### config.mk
export PLATFORM = sky130hd
export DESIGN_NAME = cmd_assembler
export DESIGN_NICKNAME = d
export VERILOG_FILES = /design/src/source/dbg_pkg.sv /design/src/source/cmd_assembler.sv
export SDC_FILE = /design/constraint.sdc
export NUM_CORES = 1
export LEC_CHECK = 0
export BUFFER_PORTS_ARGS = -buffer_cell sky130_fd_sc_hd__buf_2
export CORE_MARGIN = 5
export CORE_UTILIZATION = 40
export CTS_BUF_LIST = sky130_fd_sc_hd__clkbuf_4 sky130_fd_sc_hd__clkbuf_8
export DETAILED_ROUTE_END_ITERATION = 10
export GPL_ROUTABILITY_DRIVEN = 0
export PLACE_DENSITY = 0.64
export SLEW_MARGIN = 20
export SYNTH_ARGS = -nofsm -noshare
export SYNTH_HDL_FRONTEND = slang
export SYNTH_SLANG_ARGS = --single-unit
### constraint.sdc
create_clock -name i_clk -period 4.8 [get_ports i_clk]
set_input_delay 0.48 -clock i_clk [delete_from_list [all_inputs] [get_ports i_clk]]
set_output_delay 0.48 -clock i_clk [all_outputs]
set_load 0.02 [all_outputs]
### src/source/dbg_pkg.sv
package dbg_pkg;

    // Widths with a meaning on the debug path
    typedef logic [33:0] dbg_word_t;   // Subtype in 33:32, payload in 31:0
    typedef logic [1:0]  dbg_sub_t;
    typedef logic [29:0] wb_addr_t;    // Word address, no byte lanes
    typedef logic [31:0] wb_data_t;
    typedef logic [7:0]  byte_t;

    // Command subtypes from the host
    localparam dbg_sub_t CMD_SUB_RD      = 2'd0;
    localparam dbg_sub_t CMD_SUB_WR      = 2'd1;
    localparam dbg_sub_t CMD_SUB_ADDR    = 2'd2;
    localparam dbg_sub_t CMD_SUB_SPECIAL = 2'd3;  // Decoded, no action

    // Response subtypes back to the host
    localparam dbg_sub_t RSP_SUB_DATA    = 2'd0;
    localparam dbg_sub_t RSP_SUB_ACK     = 2'd1;
    localparam dbg_sub_t RSP_SUB_ADDR    = 2'd2;
    localparam dbg_sub_t RSP_SUB_SPECIAL = 2'd3;

    // Special response codes, payload bits 31:29
    localparam logic [2:0] RSP_CODE_RESET     = 3'd0;
    localparam logic [2:0] RSP_CODE_BUS_ERROR = 3'd1;

    // Bytes per word on either byte channel
    localparam int WORD_BYTES = 5;

endpackage

### src/source/cmd_assembler.sv
`timescale 1ns/1ps

module cmd_assembler (
    input  logic              i_clk,
    input  logic              i_reset,
    // Byte channel from the host
    input  logic              i_rx_req,
    input  dbg_pkg::byte_t    i_rx_byte,
    output logic              o_rx_ack,
    // Command word to the master
    output logic              o_cmd_stb,
    output dbg_pkg::dbg_word_t o_cmd_word,
    input  logic              i_cmd_busy
);

    // Handshake phase of the current byte
    typedef enum logic {
        RX_IDLE,    // Waiting for req
        RX_ACK      // Ack up, waiting for req to drop
    } rx_state_t;

    rx_state_t  rx_state;
    logic [2:0] byte_cnt;      // Bytes gathered so far
    logic       word_full;     // Five bytes in, strobe not yet up
    logic       rx_take;       // Byte accepted this cycle

    assign word_full = (byte_cnt == 3'(dbg_pkg::WORD_BYTES));

    // No new byte while a finished word waits for the master
    assign rx_take = (rx_state == RX_IDLE) && i_rx_req && !word_full && !o_cmd_stb;

    assign o_rx_ack = (rx_state == RX_ACK);

    // Four-phase receive side
    always_ff @(posedge i_clk) begin
        if (i_reset) begin
            rx_state <= RX_IDLE;
        end else begin
            case (rx_state)
                RX_IDLE: begin
                    if (rx_take)
                        rx_state <= RX_ACK;   // Ack one cycle after req
                end
                RX_ACK: begin
                    if (!i_rx_req)
                        rx_state <= RX_IDLE;  // Ack drops after req
                end
                default: rx_state <= RX_IDLE;
            endcase
        end
    end

    // Byte count and strobe toward the master
    always_ff @(posedge i_clk) begin
        if (i_reset) begin
            byte_cnt  <= '0;
            o_cmd_stb <= 1'b0;
        end else begin
            if (word_full) begin
                o_cmd_stb <= 1'b1;            // One cycle after fifth ack
                byte_cnt  <= '0;
            end else if (rx_take) begin
                byte_cnt <= byte_cnt + 3'd1;
            end

            if (o_cmd_stb && !i_cmd_busy)
                o_cmd_stb <= 1'b0;            // Taken by master
        end
    end

    // Byte 0 first, so it ends up in the subtype bits
    always_ff @(posedge i_clk) begin
        if (rx_take)
            o_cmd_word <= {o_cmd_word[25:0], i_rx_byte};
    end

endmodule

==> qor.txt <==
status = complete, no violations
Critical Path, Cell by Cell = inv_1, ha_1, and2_1, nor2b_4
Die W = 66.4 um
max_cap viols = 0
die outline height = 66.4 um
Synth Cell Area = 1270 sq um
Async SR Flop Fraction = 0
PD cells = 378 nW/um^2
nets = 127
RSZ-0062 raised after global routing = false
Post-DP Area = 1570 sq um
first-pass GRT wire length = 3.48 mm
register area = 1120 sq um
critical path arrival = 1910 ps
Int Pwr = 465 uW
hold slack = 313 ps
Final setup viols = 0
CORE AREA = 3050 sq um
die area = 4410 sq um
Clk network pwr share = 0.246
Avg Inst Size Synth = 21.5 sq um
HPWL after DPL = 1.56 mm
Critical Path Start = byte_cnt[1]
crit-path max FO = 34
Hold/Removal Path Class = in -> reg
GRT overflow = 0
CTS sink cnt = 39
min Tclk post-route = 1950 ps
DR pass1 iterations = 4
CTS tree = built
total track usage = 0.113
Max Freq = 514 MHz
vias in the first global route = 775
Post-synth EDFFs = 34
skew final = 4.04 ps
Net Sw Frac = 0.241
via count = 692
Reg power frac = 0.653
CP startpoint kind = register
Synth Register Bits = 39
net switching power = 148 uW
layout cells sized above 1 = 0.491
DRT antenna net count = 0
Mapped Nets = 73
final worst slack = 2850 ps
fin. max-slew vios = 0
CP Data Required Time = 4770 ps
Longest Clk Path Bufs = 2
vias per cell = 4.38
multi-input gate area in the final layout = 150 sq um
post-cts sizing count = 0
Slew headroom = 0.402
part of the cycle the worst path needs = 0.406
fin area = 1620 sq um
Yosys warning count = 0
initial core utilization = 0.416
LEAKAGE = 0.636 nW
FILL cells = 277
Area Growth Syn to Fin = 27.6%
CTS root buf = clkbuf_4
number of buffers inserted to repair setup after CTS = 0
CTS Buf Count = 5
Max VDD drop = 0.000235 V
slowest CP cell = nor2b_4
DRC Markers = 0
CP delay by family, top = simple AND/OR/NAND/NOR gates
CTS HTree Levels = 2
Logic pwr share = 0.100
antenna violations before repair = 0
CP Capture Type = register
Cell Rows = 20
cells after synthesis = 59
Hold Startpoint = i_rx_byte[5]
Crit Path Category = reg -> reg
Fin Setup TNS = 0 ps
WP buf/inv = 1
sequential fraction of the synthesis area = 0.882
CTS hold repair buffers = 0
1st-iter DRT viols = 9
largest net degree at the start of global routing = 35
post-synth cell types = 17
Antenna Cells = 0
final hold violation count = 0
Clock Pin Slew Worst Setup and Hold Paths = 110 ps
Largest stage delay, worst path = 730 ps
Slew @ Worst Pin = 896 ps
worst r2r src = byte_cnt[1]
routed wire length = 2.13 mm
Synth Flop Type = edfxtp_1
routed len/inst = 13.5 um
# port buffers = 47
dpl ws = 2710 ps
I/O Pins = 48
Skew-Pair Late Insertion Delay = 330 ps
==> registers in the layout, summed over array words and instances, names as in the netlist <==
name and count:
o_rx_ack 1, o_cmd_word 34, byte_cnt 3, o_cmd_stb 1
==> metal layers <==
| metal | share of wire | GRT usage | up-vias |
|---|---|---|---|
| li1 | - | - | 336 |
| met4 | 0.026 | 0.0761 | 0 |
| met5 | 0 | 0 | - |
| met3 | 0.11 | 0.0612 | 7 |
| met1 | 0.34 | 0.106 | 319 |
| met2 | 0.52 | 0.186 | 30 |
==> Yosys cell counts (2+ instances only) <==
| master | instances | share of area |
|---|---|---|
| a21oi_1 | 2 | 0.0079 |
| dfxtp_1 | 5 | 0.079 |
| edfxtp_1 | 34 | 0.80 |
| ha_1 | 2 | 0.020 |
| inv_1 | 2 | 0.0059 |
| nor2_1 | 3 | 0.0089 |
==> cell families (layout without fill, tap and decap cells) <==
kind of cell | Yosys count | in the layout | synth area share
adder cells (fa/ha/maj) | 2 | 2 | 0.0197
XOR/XNOR | 1 | 1 | 0.00689
buffers and inverters | 2 | 57 | 0.00591
AND/OR/NAND/NOR | 10 | 10 | 0.0512
AO/OA/AOI/OAI | 5 | 5 | 0.0344
flip-flops | 39 | 39 | 0.882
==> layout by cell type, fill, tap and decap left out <==
| cell | n |
|---|---|
| inv_1 | 2 |
| nor3_1 | 1 |
| xnor2_1 | 1 |
| ha_1 | 2 |
| nand2_1 | 1 |
| nor3b_1 | 1 |
| nor2b_4 | 1 |
| a2111oi_1 | 1 |
| a21oi_1 | 2 |
| dfxtp_1 | 5 |
| edfxtp_1 | 34 |
| nor3b_4 | 1 |
| and2_1 | 1 |
| nand2b_1 | 1 |
| clkbuf_4 | 5 |
| a31o_1 | 1 |
| a2111oi_2 | 1 |
| buf_2 | 47 |
| clkinvlp_4 | 1 |
| clkinv_1 | 2 |
| nor2_1 | 3 |
==> path summary, 6_finish.rpt <==
| path | to | slack, ps | depth (start not counted) |
|---|---|---|---|
| max | o_cmd_word[18] | 2850 | 4 |
| min | o_cmd_word[5] | 310 | 1 |
| max reg2reg | o_cmd_word[18] | 2850 | 4 |
| min reg2reg | o_cmd_word[12] | 460 | 0 |
==> power by group through the flow <==
stage	Sequential [mW]	Combinational [mW]	Clock, mW
final	0.401	0.0614	0.151
after global routing	0.404	0.0661	0.175
after CTS	0.401	0.0626	0.159
after detailed placement	0.409	0.0622	0
after global placement	0.407	0.0608	0
after floorplan	0.430	0.0140	0
==> metrics by stage <==
stage | util | power (mW) | cells
global route | 0.531 | 0.645 | 158
global placement | 0.514 | 0.468 | 150
finish | 0.531 | 0.613 | 158
CTS | 0.531 | 0.623 | 158
detailed placement | 0.514 | 0.471 | 150
floorplan | - | 0.444 | 59
==> cell type report <==
class / count / share of cell area
Sequential cell: 39 / 0.691
Timing Repair Buffer: 47 / 0.145
Multi-Input combinational cell: 18 / 0.0926
Tap cell: 44 / 0.0340
Clock buffer: 5 / 0.0231
Clock inverter: 3 / 0.00926
Inverter: 2 / 0.00463
(Power assumes the default switching activity.)
