$ cat config.mk
export PLATFORM = sky130hd
export DESIGN_NAME = wb_master
export DESIGN_NICKNAME = d
export VERILOG_FILES = /design/src/source/dbg_pkg.sv /design/src/source/wb_master.sv
export SDC_FILE = /design/constraint.sdc
export NUM_CORES = 1
export LEC_CHECK = 0
export BUFFER_PORTS_ARGS = -buffer_cell sky130_fd_sc_hd__buf_2
export CAP_MARGIN = 0
export CORE_ASPECT_RATIO = 0.8
export CORE_UTILIZATION = 46
export CTS_CLUSTER_DIAMETER = 60
export DETAILED_ROUTE_END_ITERATION = 16
export GPL_TIMING_DRIVEN = 1
export PLACE_DENSITY = 0.82
export SLEW_MARGIN = 20
export SYNTH_ARGS = -nofsm -noshare
export SYNTH_HDL_FRONTEND = slang
export SYNTH_SLANG_ARGS = --single-unit
$ cat constraint.sdc
create_clock -name i_clk -period 7.5 [get_ports i_clk]
set_clock_uncertainty 0.15 [all_clocks]
set_input_delay 0 -clock i_clk [delete_from_list [all_inputs] [get_ports i_clk]]
set_output_delay 0 -clock i_clk [all_outputs]
set_load 0.005 [all_outputs]
$ cat src/source/dbg_pkg.sv
package dbg_pkg;

    // Widths with a meaning on the debug path
    typedef logic [33:0] dbg_word_t;   // Subtype in 33:32, payload in 31:0
    typedef logic [1:0]  dbg_sub_t;
    typedef logic [29:0] wb_addr_t;    // Word address, no byte lanes
    typedef logic [31:0] wb_data_t;
    typedef logic [7:0]  byte_t;

    // Command subtypes from the host
    localparam dbg_sub_t CMD_SUB_RD      = 2'd0;
    localparam dbg_sub_t CMD_SUB_WR      = 2'd1;
    localparam dbg_sub_t CMD_SUB_ADDR    = 2'd2;
    localparam dbg_sub_t CMD_SUB_SPECIAL = 2'd3;  // Decoded, no action

    // Response subtypes back to the host
    localparam dbg_sub_t RSP_SUB_DATA    = 2'd0;
    localparam dbg_sub_t RSP_SUB_ACK     = 2'd1;
    localparam dbg_sub_t RSP_SUB_ADDR    = 2'd2;
    localparam dbg_sub_t RSP_SUB_SPECIAL = 2'd3;

    // Special response codes, payload bits 31:29
    localparam logic [2:0] RSP_CODE_RESET     = 3'd0;
    localparam logic [2:0] RSP_CODE_BUS_ERROR = 3'd1;

    // Bytes per word on either byte channel
    localparam int WORD_BYTES = 5;

endpackage

$ cat src/source/wb_master.sv
`timescale 1ns/1ps

module wb_master (
    input  logic                i_clk,
    input  logic                i_reset,
    // Command path
    input  logic                i_cmd_stb,
    input  dbg_pkg::dbg_word_t  i_cmd_word,
    output logic                o_cmd_busy,
    // Response path
    output logic                o_rsp_stb,
    output dbg_pkg::dbg_word_t  o_rsp_word,
    input  logic                i_rsp_busy,
    // Wishbone master
    output logic                o_wb_cyc,
    output logic                o_wb_stb,
    output logic                o_wb_we,
    output dbg_pkg::wb_addr_t   o_wb_addr,
    output dbg_pkg::wb_data_t   o_wb_data,
    input  logic                i_wb_stall,
    input  logic                i_wb_ack,
    input  logic                i_wb_err,
    input  dbg_pkg::wb_data_t   i_wb_data
);

    dbg_pkg::dbg_sub_t cmd_sub;
    logic cmd_take;       // Command word accepted this cycle
    logic cmd_bus;        // Read or write
    logic cmd_addr;       // Address set
    logic bus_done;       // Ack or err ends the transfer
    logic addr_fixed;     // No increment after a strobe
    logic rsp_pend;       // Response waiting for the serializer
    logic rsp_event;
    logic rsp_ready;

    assign cmd_sub  = i_cmd_word[33:32];
    assign cmd_take = i_cmd_stb && !o_cmd_busy;
    assign cmd_bus  = cmd_take && !cmd_sub[1];   // Bit 33 clear means bus command
    assign cmd_addr = cmd_take && (cmd_sub == dbg_pkg::CMD_SUB_ADDR);
    assign bus_done = o_wb_cyc && (i_wb_ack || i_wb_err);

    // One thing at a time, including the response going out
    assign o_cmd_busy = o_wb_cyc || rsp_pend || o_rsp_stb || i_rsp_busy;

    // Bus cycle control
    always_ff @(posedge i_clk) begin
        if (i_reset) begin
            o_wb_cyc <= 1'b0;
            o_wb_stb <= 1'b0;
        end else if (o_wb_cyc && i_wb_err) begin
            o_wb_cyc <= 1'b0;                 // Error aborts at once
            o_wb_stb <= 1'b0;
        end else if (o_wb_cyc) begin
            if (o_wb_stb && !i_wb_stall)
                o_wb_stb <= 1'b0;             // Single request only
            if (i_wb_ack)
                o_wb_cyc <= 1'b0;
        end else if (cmd_bus) begin
            o_wb_cyc <= 1'b1;
            o_wb_stb <= 1'b1;
        end
    end

    // Direction and write data latched with the command
    always_ff @(posedge i_clk) begin
        if (cmd_bus) begin
            o_wb_we   <= (cmd_sub == dbg_pkg::CMD_SUB_WR);
            o_wb_data <= i_cmd_word[31:0];
        end
    end

    // Address register and increment mode
    always_ff @(posedge i_clk) begin
        if (i_reset) begin
            o_wb_addr  <= '0;
            addr_fixed <= 1'b0;
        end else if (cmd_addr) begin
            o_wb_addr  <= i_cmd_word[29:0];
            addr_fixed <= i_cmd_word[30];
        end else if (o_wb_stb && !i_wb_stall && !addr_fixed) begin
            o_wb_addr <= o_wb_addr + 30'd1;   // Step after acceptance
        end
    end

    assign rsp_event = bus_done || cmd_addr;
    assign rsp_ready = rsp_event || rsp_pend;

    // Response word, loaded when its event happens
    always_ff @(posedge i_clk) begin
        if (i_reset) begin
            o_rsp_word <= {dbg_pkg::RSP_SUB_SPECIAL, dbg_pkg::RSP_CODE_RESET, 29'd0};
        end else if (bus_done) begin
            if (i_wb_err)
                o_rsp_word <= {dbg_pkg::RSP_SUB_SPECIAL, dbg_pkg::RSP_CODE_BUS_ERROR, 29'd0};
            else if (o_wb_we)
                o_rsp_word <= {dbg_pkg::RSP_SUB_ACK, 32'd0};
            else
                o_rsp_word <= {dbg_pkg::RSP_SUB_DATA, i_wb_data};
        end else if (cmd_addr) begin
            // Echo of the new address and its mode
            o_rsp_word <= {dbg_pkg::RSP_SUB_ADDR, 1'b0, i_cmd_word[30], i_cmd_word[29:0]};
        end
    end

    // Strobe only toward an idle serializer
    always_ff @(posedge i_clk) begin
        if (i_reset) begin
            o_rsp_stb <= 1'b0;
            rsp_pend  <= 1'b1;                // Reset notice goes out first
        end else if (rsp_ready && !i_rsp_busy && !o_rsp_stb) begin
            o_rsp_stb <= 1'b1;
            rsp_pend  <= 1'b0;
        end else begin
            o_rsp_stb <= 1'b0;
            rsp_pend  <= rsp_ready;
        end
    end

    // Request only inside a cycle
    a_stb_in_cyc: assert property (@(posedge i_clk) disable iff (i_reset)
        o_wb_stb |-> o_wb_cyc);

    // Serializer must be free when a response is offered
    a_rsp_no_overrun: assert property (@(posedge i_clk) disable iff (i_reset)
        o_rsp_stb |-> !i_rsp_busy);

endmodule

==> metrics <==
GRT Resource Usage Total around 28%; TritonCTS clock tree yes; total of endpoints with negative setup slack in the final report 0; final critical delay including setup and external delays 3.32 ns; Row Count 33; final global-route overflow total 0; Core Box Area slightly above 10000 um2; number of distinct library cells after synthesis 54; biggest area consumer among synthesized cells dfxtp_1; cell depth of the worst flop-to-flop path 6; status complete, no violations; flops & latches, synth roughly 100; WHS Endpoint o_rsp_word[29]$_SDFFE_PP0P_; power density of the placed cells roughly 170 nW/um2; prevailing post-synth register cell dfxtp_1; Pins Over Slew Limit 0; remaining antenna violation count after routing 0; top achievable clock speed 301 MHz; DIE AREA about 11000 um2; cell types with the largest area share after synthesis dfxtp_1 28%, edfxtp_1 20%, o31ai_1 5.4%; initial DRC count about 420; Clock Pin Slew Worst Setup and Hold Paths approximately 0.06 ns; Pre-Repair DR Iteration Count 5; mean post-synth cell area roughly 9.6 um2; top-count cell post-synth dfxtp_1; sequential fraction of the synthesis area 48.4%; pin count of the biggest net entering global routing 78; Final HPWL DP 10.7 mm; antenna violations before repair 0; Clock Path Buffers 2; start point of the worst hold path i_wb_data[29]; Req. time, crit path about 7.6 ns; worst reg2reg path endpoint o_rsp_word[31]$_SDFFE_PP0P_; overall routed net length about 16 mm; leakage dissipation 2.65 nW; number of vias per cell after detailed routing around 5.9; part of the cycle the worst path needs 44.3%; H-tree levels 3; post-cts resize count 0; Vias about 5200; clock insertion delay at the later pin of the skew report approximately 0.34 ns; routed length per instance ~18 um; smallest setup slack after layout approximately 4.2 ns; number of fill cells 795; data arrival at the endpoint of the critical path about 3.4 ns; nets in the synthesized netlist ~590; area growth from synthesis to layout 40.3%; port buffer count between 150 and 200; leading post-synthesis cells by instance count 69 x dfxtp_1, 46 x nand2_1, 37 x a21oi_1, 37 x clkbuf_1; classification of the worst-slack hold path in2reg; top cell type's share of synthesized area between 20% and 30%; Critical Path Sink Type flop; buffer cell driving the clock tree root clkbuf_16; routability cong. 0.853; IO Pins 174; transition at the pin with the smallest max-transition slack about 1.1 ns; clk sink count 102; kind of launch point of the worst setup path flop; critical register-to-register path startpoint o_wb_cyc$_SDFF_PP0_; post-synth design cell area just under 5000 um2; effective utilization at floorplan 47.6%; height of the chip approximately 94 um; final total negative setup slack 0 ns; RSZ-0062 raised after global routing false; register-to-register setup slack about 4.2 ns; die extent in x around 120 um; DRC viols 0; fraction of layout cells with a size suffix above 1 28.4%; fin nets ~800; relative slew slack between 20% and 30%; final hold slack approximately 0.084 ns; first-pass GRT wire length 24.3 mm; dpl cell area approximately 5800 um2; number of buffers added by the clock tree synthesis step 9; Worst Path Class, Setup reg2reg; instance count of the mapped netlist between 500 and 600; antenna diode count 0; number of synthesized flops with an enable pin 33; area of all placed cells without fillers 6870 um2; Fin. Hold Viols 0; maximum fanout along the worst path 56; number of global-route vias before repair around 4800; number of max-cap violations 0; VDD IR-drop max 0.153 mV; fraction of synthesis flops using an asynchronous set or reset pin 0%; worst setup slack after placement approximately 4.2 ns; Min-Delay Path Depth 5; number of synthesis warnings 0
==> final cells by class <==
class                           count  area [um2]  area share, %
Sequential cell                   102        2370           34.5
Multi-Input combinational cell    345        2240           32.7
Timing Repair Buffer              259        1710           24.9
Clock buffer                       12         236           3.44
Tap cell                          140         175           2.55
Clock inverter                      4        72.6           1.06
Inverter                           15        56.3          0.819
==> timing repair <==
action | 4_1_cts | 5_1_grt
hold endpoints to repair | 116 | 0
setup endpoints to repair | 0 | 0
buffers inserted | 0 | 0
hold buffers | 81 | 0
==> registers in the layout, indices dropped and copies added, names as in the netlist <==
name	count
o_rsp_word	34
o_rsp_stb	1
o_wb_we	1
o_wb_cyc	1
addr_fixed	1
o_wb_stb	1
o_wb_data	32
o_wb_addr	30
rsp_pend	1
==> where the power goes <==
group | internal [W] | leakage (nW) | switching [W]
combinational | 0.0000549 | 1.65 | 0.0000617
clock | 0.000292 | 0.147 | 0.000197
sequential | 0.000578 | 0.856 | 0.00000711
==> stage by stage <==
step / instances / util (%) / total power, W
finish: 877 / 66.8 / 0.00119
global route: 877 / 66.8 / 0.00123
CTS: 877 / 66.8 / 0.00119
detailed placement: 780 / 55.9 / 0.000682
global placement: 780 / 55.9 / 0.000679
floorplan: 511 / - / 0.000637
==> logic make-up (layout without fill, tap and decap cells) <==
family	after synthesis	in the layout	synth area share, %
compound gates	158	158	22.9
xor+xnor	10	10	1.79
fa+ha+maj	1	1	0.255
buf+inv	64	290	6.18
flops	102	102	48.4
mux	1	1	0.230
simple gates	175	175	20.2
==> layout by cell type (no fill, tap or decap), types with 25 or more instances in the layout <==
master         instances
nand2_1               46
o31ai_1               35
nand4_1               35
edfxtp_1              33
a21oi_1               37
dlygate4sd3_1         81
a21o_1                25
buf_2                173
dfxtp_1               69
nor2_1                30
==> critical path: stages (launching register included) <==
cell and delay (ns):
dfxtp_1 0.39, nor4_4 0.22, buf_4 0.37, nand3_2 0.89
a32oi_1 0.51, dlygate4sd3_1 0.59, nor2_1 0.04
==> worst max path at each step <==
stage	start	to	slack (ns)
after floorplan	o_wb_cyc$_SDFF_PP0_	o_wb_data[0]$_DFFE_PP_	4.27
after global placement	o_wb_cyc$_SDFF_PP0_	o_wb_data[24]$_DFFE_PP_	4.36
after detailed placement	o_wb_cyc$_SDFF_PP0_	o_wb_data[24]$_DFFE_PP_	4.23
after CTS	o_wb_cyc$_SDFF_PP0_	o_rsp_word[33]$_SDFFE_PP1P_	4.08
after global routing	o_wb_cyc$_SDFF_PP0_	o_rsp_word[31]$_SDFFE_PP0P_	3.97
final	o_wb_cyc$_SDFF_PP0_	o_rsp_word[31]$_SDFFE_PP0P_	4.18
==> metal layers <==
layer / GRT usage [%] / wire, um
met4: 10.8 / 429
met5: 0 / 0
met3: 6.43 / 1450
met2: 47.9 / 7550
met1: 35.8 / 6530
Power figures use the tool's default switching activity.
