`src/source/dbg_pkg.sv`:
```
package dbg_pkg;

    // Widths with a meaning on the debug path
    typedef logic [33:0] dbg_word_t;   // Subtype in 33:32, payload in 31:0
    typedef logic [1:0]  dbg_sub_t;
    typedef logic [29:0] wb_addr_t;    // Word address, no byte lanes
    typedef logic [31:0] wb_data_t;
    typedef logic [7:0]  byte_t;

    // Command subtypes from the host
    localparam dbg_sub_t CMD_SUB_RD      = 2'd0;
    localparam dbg_sub_t CMD_SUB_WR      = 2'd1;
    localparam dbg_sub_t CMD_SUB_ADDR    = 2'd2;
    localparam dbg_sub_t CMD_SUB_SPECIAL = 2'd3;  // Decoded, no action

    // Response subtypes back to the host
    localparam dbg_sub_t RSP_SUB_DATA    = 2'd0;
    localparam dbg_sub_t RSP_SUB_ACK     = 2'd1;
    localparam dbg_sub_t RSP_SUB_ADDR    = 2'd2;
    localparam dbg_sub_t RSP_SUB_SPECIAL = 2'd3;

    // Special response codes, payload bits 31:29
    localparam logic [2:0] RSP_CODE_RESET     = 3'd0;
    localparam logic [2:0] RSP_CODE_BUS_ERROR = 3'd1;

    // Bytes per word on either byte channel
    localparam int WORD_BYTES = 5;

endpackage

```
`src/source/rsp_serializer.sv`:
```
`timescale 1ns/1ps

module rsp_serializer (
    input  logic                i_clk,
    input  logic                i_reset,
    // Response word from the master
    input  logic                i_rsp_stb,
    input  dbg_pkg::dbg_word_t  i_rsp_word,
    output logic                o_rsp_busy,
    // Byte channel to the host
    output logic                o_tx_req,
    output dbg_pkg::byte_t      o_tx_byte,
    input  logic                i_tx_ack
);

    typedef enum logic [1:0] {
        TX_IDLE,      // No word held
        TX_REQ,       // Req up, waiting for ack
        TX_REL        // Req down, waiting for ack to drop
    } tx_state_t;

    tx_state_t          tx_state;
    dbg_pkg::dbg_word_t tx_word;     // Word being sent
    logic [2:0]         byte_idx;    // 0 is the subtype byte

    assign o_rsp_busy = (tx_state != TX_IDLE);
    assign o_tx_req   = (tx_state == TX_REQ);

    // Byte select, payload most significant first
    always_comb begin
        case (byte_idx)
            3'd0:    o_tx_byte = {6'd0, tx_word[33:32]};
            3'd1:    o_tx_byte = tx_word[31:24];
            3'd2:    o_tx_byte = tx_word[23:16];
            3'd3:    o_tx_byte = tx_word[15:8];
            default: o_tx_byte = tx_word[7:0];
        endcase
    end

    always_ff @(posedge i_clk) begin
        if (tx_state == TX_IDLE && i_rsp_stb)
            tx_word <= i_rsp_word;            // Capture even if ack lingers
    end

    // Four phases per byte, five bytes per word
    always_ff @(posedge i_clk) begin
        if (i_reset) begin
            tx_state <= TX_IDLE;
            byte_idx <= '0;
        end else begin
            case (tx_state)
                TX_IDLE: begin
                    byte_idx <= '0;
                    if (i_rsp_stb)
                        tx_state <= TX_REQ;   // First req next cycle
                end
                TX_REQ: begin
                    if (i_tx_ack)
                        tx_state <= TX_REL;
                end
                TX_REL: begin
                    if (!i_tx_ack) begin
                        if (byte_idx == 3'(dbg_pkg::WORD_BYTES - 1)) begin
                            tx_state <= TX_IDLE;  // Last ack gone, free again
                        end else begin
                            byte_idx <= byte_idx + 3'd1;
                            tx_state <= TX_REQ;
                        end
                    end
                end
                default: tx_state <= TX_IDLE;
            endcase
        end
    end

    // Host sees a steady byte for the whole request
    a_tx_byte_stable: assert property (@(posedge i_clk) disable iff (i_reset)
        o_tx_req && $past(o_tx_req) |-> $stable(o_tx_byte));

endmodule

```
`config.mk`:
```
export PLATFORM = sky130hd
export DESIGN_NAME = rsp_serializer
export DESIGN_NICKNAME = d
export VERILOG_FILES = /design/src/source/dbg_pkg.sv /design/src/source/rsp_serializer.sv
export SDC_FILE = /design/constraint.sdc
export NUM_CORES = 1
export LEC_CHECK = 0
export BUFFER_PORTS_ARGS = -buffer_cell sky130_fd_sc_hd__buf_2
export CAP_MARGIN = 10
export CORE_MARGIN = 8
export CORE_UTILIZATION = 54
export CTS_BUF_LIST = sky130_fd_sc_hd__clkbuf_8
export DETAILED_ROUTE_END_ITERATION = 10
export GPL_ROUTABILITY_DRIVEN = 0
export PLACE_DENSITY = 0.84
export SLEW_MARGIN = 25
export SYNTH_ARGS = -nofsm -noshare
export SYNTH_HDL_FRONTEND = slang
export SYNTH_SLANG_ARGS = --single-unit
```
`constraint.sdc`:
```
create_clock -name i_clk -period 5.8 [get_ports i_clk]
set_clock_uncertainty 0.2 [all_clocks]
set_input_delay 1.16 -clock i_clk [delete_from_list [all_inputs] [get_ports i_clk]]
set_output_delay 1.16 -clock i_clk [all_outputs]
set_load 0.005 [all_outputs]
```
==> run summary, run 1 <==
Peak supply drop: 0.261 mV
Seq pwr share: 53.1%
Via-per-instance ratio: 5.31
Max_cap viols: 0
Max Slew Vio Count: 0
Dpl hpwl: 2.37 mm
EDFF count, synth: 34
Status: complete, no violations
Die width: 71.0 um
LEAKAGE: 0.871 nW
DIE AREA: 5040 um^2
Clk pin slew, worst setup/hold paths: 70 ps
Sinks on Clock Net: 39
P&R area growth vs syn: 23.3%
Crit path DAT: 2320 ps
Ys flop type: edfxtp_1
Sw Pwr: 0.116 mW
Power per standard cell area: 315 nW/um^2
Yosys top cell by area: edfxtp_1
Final #Nets: 198
Final Cycle Share: 63.5%
Worst slew margin: 32.7%
Largest net degree at the start of global routing: 36
Fin. Hold Viols: 0
Resized Gates After CTS: 0
WL final: 3.26 mm
Synth Instances: 106
Setup-failing EPs final: 0
Combinational share of power: 6.3%
Htree depth: 2
DR iter-0 viols: 86
Residual DRC: 0
Tmin final: 3680 ps
Wire length of the first global-routing pass: 5.01 mm
Core area: 2950 um^2
RSZ-0062 raised after global routing: no
Flops & latches, synth: 39
Final Instance Count excl. Fillers: 189
CTS Buf Count: 5
Overall power: 0.633 mW
Pre-CTS setup slack: 2410 ps
Top cells by instance count after synthesis: edfxtp_1, inv_1, a222oi_1, mux2i_1
Antenna cell count: 0
Final Hold Slack: 359 ps
Avg Cell Area, Syn: 15.4 um^2
Initial antenna violation count: 0
CTS tree: yes
Total Neg Setup Slack: 0 ps
1st-pass router iterations: 4
Share of cells above drive strength 1: 39.1%
HP Class: reg -> reg
Placed cell count: 181
CP max FO: 8
I/O pins: 48
Row cnt: 20
Clk_lat worst skew: 280 ps
Final core utilization: 68.2%
Post-Syn Nets: 149
Peak Freq: 0.272 GHz
Slowest-stage cell, CP: o21bai_1
CP max stage delay: 780 ps
CTS Hold Bufs: 0
Internal Power: 0.518 mW
PortBufs: 47
Clk root buf: clkbuf_8
Routed via count: 1003
Clock Power Share: 40.7%
Worst setup margin: 2120 ps
Post-CTS Setup Inserts: 0
Warnings, synthesis: 0
Switching power share of the total: 18.3%
Most frequent cell after synthesis: edfxtp_1
Number of global-route vias before repair: 1128
GRT Total Usage: 12.7%
Die Ht: 71.0 um
Share of the synthesized area in the top cell type: 62.5%
Least-Margin Pin Slew: 1010 ps
Max clock buf depth: 2
Critical path, cell by cell: inv_1 -> ha_1 -> nor3_1 -> o21bai_1 -> mux2_4 -> buf_2
Post-synthesis sequential area ratio: 68.7%
Mean routed wirelength per cell: 17.3 um
Worst Path Required: 4440 ps
Grt ovf: 0
Critical Path End Type: primary output
Final ANT Viol Nets: 0
Asr flop ratio synth: 0%
Distinct cells, synth: 28
Initial core utilization: 55.3%
Largest cells by area after synthesis: edfxtp_1, dfxtp_1, ha_1, a222oi_1, mux2i_1
Setup CP Type: reg -> out
Critical path startpoint category: flip-flop
Mapped cell area: 1630 um^2
Placed cell area: 1880 um^2
Cell area after layout: 2010 um^2
## power by group through the flow
stage	registers (mW)	clock network, mW	logic (mW)
2_1_floorplan	0.339	0	0.0210
3_3_place_gp	0.341	0	0.0380
3_5_place_dp	0.342	0	0.0402
4_1_cts	0.336	0.263	0.0403
5_1_grt	0.337	0.273	0.0431
6_report	0.336	0.258	0.0396
## final timing paths
path	start	endpoint	slack [ps]	cells after the start
setup / recovery	byte_idx[0]$_SDFFE_PP0P_	o_tx_byte[1]	2120	6
hold / removal	byte_idx[1]$_SDFFE_PP0P_	byte_idx[1]$_SDFFE_PP0P_	360	2
setup reg to reg	byte_idx[0]$_SDFFE_PP0P_	byte_idx[1]$_SDFFE_PP0P_	3940	5
hold reg to reg	byte_idx[1]$_SDFFE_PP0P_	byte_idx[1]$_SDFFE_PP0P_	360	2
## metal layers
| layer | GRT usage (%) | wire length, um | vias up |
|---|---|---|---|
| met5 | 0 | 0 | - |
| met4 | 3.46 | 15 | 0 |
| met3 | 4.52 | 154 | 2 |
| met2 | 22.2 | 1730 | 32 |
| met1 | 14.3 | 1370 | 465 |
| li1 | - | - | 504 |
## cell type report
cell class / count / area, um^2
Fill cell: 202 / 940
Tap cell: 33 / 41.3
Clock inverter: 3 / 63.8
Inverter: 9 / 33.8
Sequential cell: 39 / 1120
Multi-Input combinational cell: 52 / 442
Timing Repair Buffer: 48 / 243
Clock buffer: 5 / 68.8
## worst max-delay path, delay by kind of cell (launching register included)
| family | cells | cell delay, ps |
|---|---|---|
| AO/OA/AOI/OAI | 1 | 780 |
| adder cells (fa/ha/maj) | 1 | 240 |
| buffers and inverters | 2 | 240 |
| flip-flops | 1 | 360 |
| multiplexers | 1 | 350 |
| AND/OR/NAND/NOR | 1 | 70 |
## flip-flops by register name (all words and copies together) (netlist names)
signal	count
byte_idx	3
tx_state	2
tx_word	34
## placed cells by master (no fill, tap or decap), types with 3 or more instances in the layout
| master | count |
|---|---|
| edfxtp_1 | 34 |
| a211oi_1 | 3 |
| inv_1 | 10 |
| clkbuf_8 | 5 |
| ha_1 | 5 |
| mux2i_1 | 6 |
| nand2_1 | 3 |
| dfxtp_1 | 5 |
| buf_2 | 47 |
| nor2b_1 | 3 |
| a222oi_1 | 6 |
| a21oi_1 | 5 |
## kinds of logic after synthesis
kind of cell / after synthesis / share of synthesized area, %
and+or+nand+nor: 15 / 5.82
muxes: 8 / 5.52
xor gates and xnor gates: 1 / 0.536
DFF: 39 / 68.7
buffers and inverters: 15 / 4.60
adders and majority gates: 5 / 3.83
AOI/OAI and AO/OA: 23 / 11.0
No activity file was read; power rests on OpenSTA's default activity.
==> run 2: changes to the inputs <==
Settings changed: CORE_UTILIZATION 54 to 53, PLACE_DENSITY 0.84 to 0.83.
Clock period 5.8 ns to 3.7 ns, I/O delays scaled along.
==> run summary, run 2 (synthesized netlist as in run 1, its figures left out) <==
R2R setup slack: 1890 ps (was 3940 ps)
Critical Path End Type: primary output (unchanged)
Combinational share of power: 7.5% (was 6.3%)
Post-CTS Setup Inserts: 0 (unchanged)
WL final: 3.26 mm (about the same)
HP Class: reg -> reg (unchanged)
Tmin final: 3250 ps
Crit path DAT: 2310 ps (was 2320 ps)
Row cnt: 20 (unchanged)
Worst Path Required: 2760 ps (was 4440 ps)
CTS Buf Count: 5 (unchanged)
CTS tree: yes (unchanged)
Largest regs: tx_word: 34 flops, byte_idx: 3 flops, tx_state: 2 flops (unchanged)
Sw Pwr: 0.175 mW (was 0.116 mW)
Residual DRC: 0 (unchanged)
Die Ht: 71.5 um (was 71.0 um)
Status: complete, no violations (unchanged)
Total Neg Setup Slack: 0 ps (unchanged)
Most flops, register: tx_word (unchanged)
Delay-heaviest family, CP: compound AO/OA/AOI/OAI gates (unchanged)
Peak supply drop: 0.301 mV (was 0.261 mV)
Cell area after layout: 1970 um^2 (was 2010 um^2)
Number of flip-flops in the largest register: 34 (unchanged)
Routed via count: 1030 (was 1003)
PortBufs: 47 (unchanged)
Number of global-route vias before repair: 1131 (was 1128)
Critical path startpoint category: flip-flop (unchanged)
Worst R2R Start: byte_idx[0]$_SDFFE_PP0P_ (unchanged)
Least-Margin Pin Slew: 1000 ps (was 1010 ps)
Initial core utilization: 54.4% (was 55.3%)
Setup CP Type: reg -> out (unchanged)
Wire length of the first global-routing pass: 5.06 mm (was 5.01 mm)
Final core utilization: 65.5% (was 68.2%)
Critical hold path startpoint: byte_idx[0]$_SDFFE_PP0P_ (was byte_idx[1]$_SDFFE_PP0P_)
Final Hold Slack: 358 ps (was 359 ps)
Critical path, cell by cell: inv_1 -> ha_1 -> nor3_1 -> o21bai_1 -> mux2_4 -> buf_2 (unchanged)
DIE AREA: 5110 um^2 (was 5040 um^2)
Placed cell area: 1890 um^2 (was 1880 um^2)
Share of cells above drive strength 1: 37.8% (was 39.1%)
Clock Power Share: 30.2% (was 40.7%)
Hold worst-path end: byte_idx[0]$_SDFFE_PP0P_ (was byte_idx[1]$_SDFFE_PP0P_)
Most frequent cells in the layout: buf_2, edfxtp_1, inv_1, a222oi_1, mux2i_1 (unchanged)
Largest net degree at the start of global routing: 36 (unchanged)
I/O pins: 48 (unchanged)
Via-per-instance ratio: 5.45 (was 5.31)
Max clock buf depth: 2 (unchanged)
Clk_lat worst skew: 280 ps (about the same)
DR iter-0 viols: 74 (was 86)
Grt ovf: 0 (unchanged)
Slowest-stage cell, CP: o21bai_1 (unchanged)
Clk pin slew, worst setup/hold paths: 70 ps (about the same)
Commonest non-fill, non-tap cell in the layout: buf_2 (unchanged)
Max_cap viols: 0 (unchanged)
Worst slew margin: 33.1% (was 32.7%)
WP buf/inv: 2 (unchanged)
Antenna cell count: 0 (unchanged)
Dpl hpwl: 2.39 mm (was 2.37 mm)
Seq pwr share: 62.3% (was 53.1%)
FF-to-FF path depth: 5 (unchanged)
GRT Total Usage: 12.7% (about the same)
Resized Gates After CTS: 0 (unchanged)
Die width: 71.5 um (was 71.0 um)
End of the worst register-to-register path: byte_idx[1]$_SDFFE_PP0P_ (unchanged)
WHS Path Cells: 2 (unchanged)
1st-pass router iterations: 5 (was 4)
Initial antenna violation count: 0 (unchanged)
Placed cell count: 181 (unchanged)
LEAKAGE: 0.847 nW (was 0.871 nW)
P&R area growth vs syn: 20.5% (was 23.3%)
CTS Hold Bufs: 0 (unchanged)
Final ANT Viol Nets: 0 (unchanged)
CP max FO: 8 (unchanged)
Max Slew Vio Count: 0 (unchanged)
Final Instance Count excl. Fillers: 189 (unchanged)
Final Cycle Share: 88.0%
RSZ-0062 raised after global routing: no (unchanged)
Fin. Hold Viols: 0 (unchanged)
Mean routed wirelength per cell: 17.2 um (was 17.3 um)
Switching power share of the total: 20.7% (was 18.3%)
CP max stage delay: 780 ps (about the same)
Final #Nets: 198 (unchanged)
Clk root buf: clkbuf_8 (unchanged)
Setup-failing EPs final: 0 (unchanged)
Sinks on Clock Net: 39 (unchanged)
Htree depth: 2 (unchanged)
Internal Power: 0.671 mW (was 0.518 mW)
Power per standard cell area: 430 nW/um^2 (was 315 nW/um^2)
Peak Freq: 0.307 GHz
Core area: 3000 um^2 (was 2950 um^2)
==> run 2: area by class of cell <==
class / count / area (um^2)
clock buffers: 5 / 68.8
clock inverters: 3 / 11.3
fillers: 205 / 1040
inverters: 9 / 33.8
multi-input cells: 52 / 448
flip-flops and latches: 39 / 1120
well taps: 33 / 41.3
repair buffers: 48 / 243
==> run 2: power groups by stage <==
stage	Combinational [mW]	Clock [mW]	Sequential, mW
4_1_cts	0.0639	0.266	0.528
3_5_place_dp	0.0636	0	0.537
3_3_place_gp	0.0609	0	0.535
5_1_grt	0.0699	0.281	0.529
2_1_floorplan	0.0335	0	0.530
6_report	0.0632	0.256	0.528
==> run 2: per-stage QoR <==
step / worst slack, ps / power, mW
final: 446 / 0.847
after detailed placement: 719 / 0.600
after CTS: 407 / 0.857
after floorplan: 948 / 0.563
after global placement: 810 / 0.596
after global routing: 273 / 0.880
==> run 2: worst max path at each step <==
stage	startpoint	end	slack, ps	depth (start not counted)
finish	byte_idx[0]$_SDFFE_PP0P_	o_tx_byte[0]	450	6
global placement	byte_idx[0]$_SDFFE_PP0P_	o_tx_byte[1]	810	6
CTS	byte_idx[0]$_SDFFE_PP0P_	o_tx_byte[0]	410	6
global route	byte_idx[0]$_SDFFE_PP0P_	o_tx_byte[0]	270	6
floorplan	i_rsp_stb	tx_word[0]$_DFFE_PP_	950	1
detailed placement	byte_idx[0]$_SDFFE_PP0P_	o_tx_byte[0]	720	6
==> run 2: worst reg2reg max path: stages (launching register included) <==
cell and delay (ps):
dfxtp_1 400, inv_1 110, ha_1 260, a211oi_1 430, nand2_1 110, a211oi_1 210
==> run 2: metal layers <==
layer  vias up  track usage [%]  routed length, um
met5         -                0                  0
met4         0             7.48                 31
met3         4             3.91                188
met2        37             21.8               1720
met1       484             13.3               1320
li1        505                -                  -
==> run 3: changes to the inputs <==
Settings changed: MAX_ROUTING_LAYER set to met4.
==> run summary, run 3 (synthesized netlist as in run 1, its figures left out) <==
Max Slew Vio Count: 0 (unchanged)
P&R area growth vs syn: 20.5% (unchanged)
Clk_lat worst skew: 280 ps (about the same)
Die Ht: 71.5 um (unchanged)
Residual DRC: 0 (unchanged)
Final Cycle Share: 87.6% (was 88.0%)
Status: complete, no violations (unchanged)
CTS tree: yes (unchanged)
CTS Hold Bufs: 0 (unchanged)
WL final: 3.27 mm (was 3.26 mm)
Row cnt: 20 (unchanged)
Sinks on Clock Net: 39 (unchanged)
I/O pins: 48 (unchanged)
Via-per-instance ratio: 5.42 (was 5.45)
Clk pin slew, worst setup/hold paths: 70 ps (about the same)
GRT Total Usage: 13.1% (was 12.7%)
Most flops, register: tx_word (unchanged)
Routed via count: 1025 (was 1030)
Htree depth: 2 (unchanged)
Commonest non-fill, non-tap cell in the layout: buf_2 (unchanged)
Largest regs: tx_word: 34 flops, byte_idx: 3 flops, tx_state: 2 flops (unchanged)
Critical path, cell by cell: inv_1 -> ha_1 -> nor3_1 -> o21bai_1 -> mux2_4 -> buf_2 (unchanged)
Core area: 3000 um^2 (unchanged)
Cell area after layout: 1970 um^2 (unchanged)
HP Class: reg -> reg (unchanged)
CP max FO: 8 (unchanged)
Initial antenna violation count: 0 (unchanged)
Fin. Hold Viols: 0 (unchanged)
Fill count: 205 (unchanged)
Tmin final: 3240 ps (was 3250 ps)
Max clock buf depth: 2 (unchanged)
Total Neg Setup Slack: 0 ps (unchanged)
Max_cap viols: 0 (unchanged)
Final #Nets: 198 (unchanged)
Critical path startpoint category: flip-flop (unchanged)
Initial core utilization: 54.4% (unchanged)
Largest net degree at the start of global routing: 36 (unchanged)
Setup CP Type: reg -> out (unchanged)
Setup-failing EPs final: 0 (unchanged)
Dpl hpwl: 2.39 mm (unchanged)
Post-CTS Setup Inserts: 0 (unchanged)
Power per standard cell area: 431 nW/um^2 (was 430 nW/um^2)
Mean routed wirelength per cell: 17.3 um (was 17.2 um)
Grt ovf: 0 (unchanged)
Final ANT Viol Nets: 0 (unchanged)
CP max stage delay: 770 ps (was 780 ps)
Reg area: 1120 um^2 (unchanged)
Number of global-route vias before repair: 1124 (was 1131)
Critical Path End Type: primary output (unchanged)
Die width: 71.5 um (unchanged)
PortBufs: 47 (unchanged)
DIE AREA: 5110 um^2 (unchanged)
1st-pass router iterations: 5 (unchanged)
Peak Freq: 0.309 GHz (was 0.307 GHz)
Worst slew margin: 33.9% (was 33.1%)
Placed cell area: 1890 um^2 (unchanged)
DR iter-0 viols: 87 (was 74)
Antenna cell count: 0 (unchanged)
Share of cells above drive strength 1: 37.8% (unchanged)
Resized Gates After CTS: 0 (unchanged)
Number of flip-flops in the largest register: 34 (unchanged)
CTS Buf Count: 5 (unchanged)
Peak supply drop: 0.300 mV (was 0.301 mV)
Worst Path Required: 2760 ps (about the same)
Crit path DAT: 2300 ps (was 2310 ps)
Most frequent cells in the layout: buf_2, edfxtp_1, inv_1, a222oi_1, mux2i_1 (unchanged)
RSZ-0062 raised after global routing: no (unchanged)
LEAKAGE: 0.847 nW (unchanged)
Wire length of the first global-routing pass: 5.10 mm (was 5.06 mm)
Clk root buf: clkbuf_8 (unchanged)
Least-Margin Pin Slew: 989 ps (was 1000 ps)
Slowest-stage cell, CP: o21bai_1 (unchanged)
Multi-input logic area: 448 um^2 (unchanged)
run 3: cell counts in the layout (fill, tap and decap cells not counted):
No cell type changed its count.
run 3: area by class of cell:
type,instances,area share [%]
Clock inverter,3,0.573
Clock buffer,5,3.50
Tap cell,33,2.10
Sequential cell,39,57.0
Multi-Input combinational cell,52,22.8
Inverter,9,1.72
Timing Repair Buffer,48,12.3
run 3: worst paths after layout:
path / cells after the start / end / slack (ps) / startpoint
min reg2reg: 2 / byte_idx[0]$_SDFFE_PP0P_ / 360 / byte_idx[0]$_SDFFE_PP0P_
max reg2reg: 5 / byte_idx[1]$_SDFFE_PP0P_ / 1910 / byte_idx[0]$_SDFFE_PP0P_
max: 6 / o_tx_byte[0] / 460 / byte_idx[0]$_SDFFE_PP0P_
min: 2 / byte_idx[0]$_SDFFE_PP0P_ / 360 / byte_idx[0]$_SDFFE_PP0P_
run 3: critical path, delay by kind of cell (launching register included):
| kind | cells | cell delay, ps |
|---|---|---|
| AND/OR/NAND/NOR | 1 | 70 |
| flip-flops | 1 | 350 |
| adder cells (fa/ha/maj) | 1 | 240 |
| AO/OA/AOI/OAI | 1 | 770 |
| buffers and inverters | 2 | 250 |
| multiplexers | 1 | 350 |
run 3: layer usage:
| metal | wire (um) | track usage [%] | part of all wire, % | up-vias |
|---|---|---|---|---|
| met5 | 0 | - | 0 | - |
| met4 | 45 | 7.48 | 1.4 | 0 |
| met3 | 157 | 3.63 | 4.8 | 6 |
| met2 | 1730 | 21.8 | 53 | 33 |
| met1 | 1340 | 13.6 | 41 | 480 |
| li1 | - | - | - | 506 |
run 3: per-stage QoR:
step | hold slack (ps) | cells | power, mW | utilization [%] | setup WS, ps
6_report | 356 | 189 | 0.847 | 65.5 | 460
3_5_place_dp | 342 | 181 | 0.600 | 62.8 | 719
3_3_place_gp | 319 | 181 | 0.596 | 62.8 | 810
2_1_floorplan | 299 | 106 | 0.563 | - | 948
4_1_cts | 354 | 189 | 0.857 | 65.5 | 407
5_1_grt | 403 | 189 | 0.880 | 65.5 | 273
run 3: power breakdown:
group / leakage (nW) / internal [mW] / switching [mW]
clock: 0.0444 / 0.126 / 0.131
combinational: 0.437 / 0.0319 / 0.0313
sequential: 0.366 / 0.514 / 0.0134
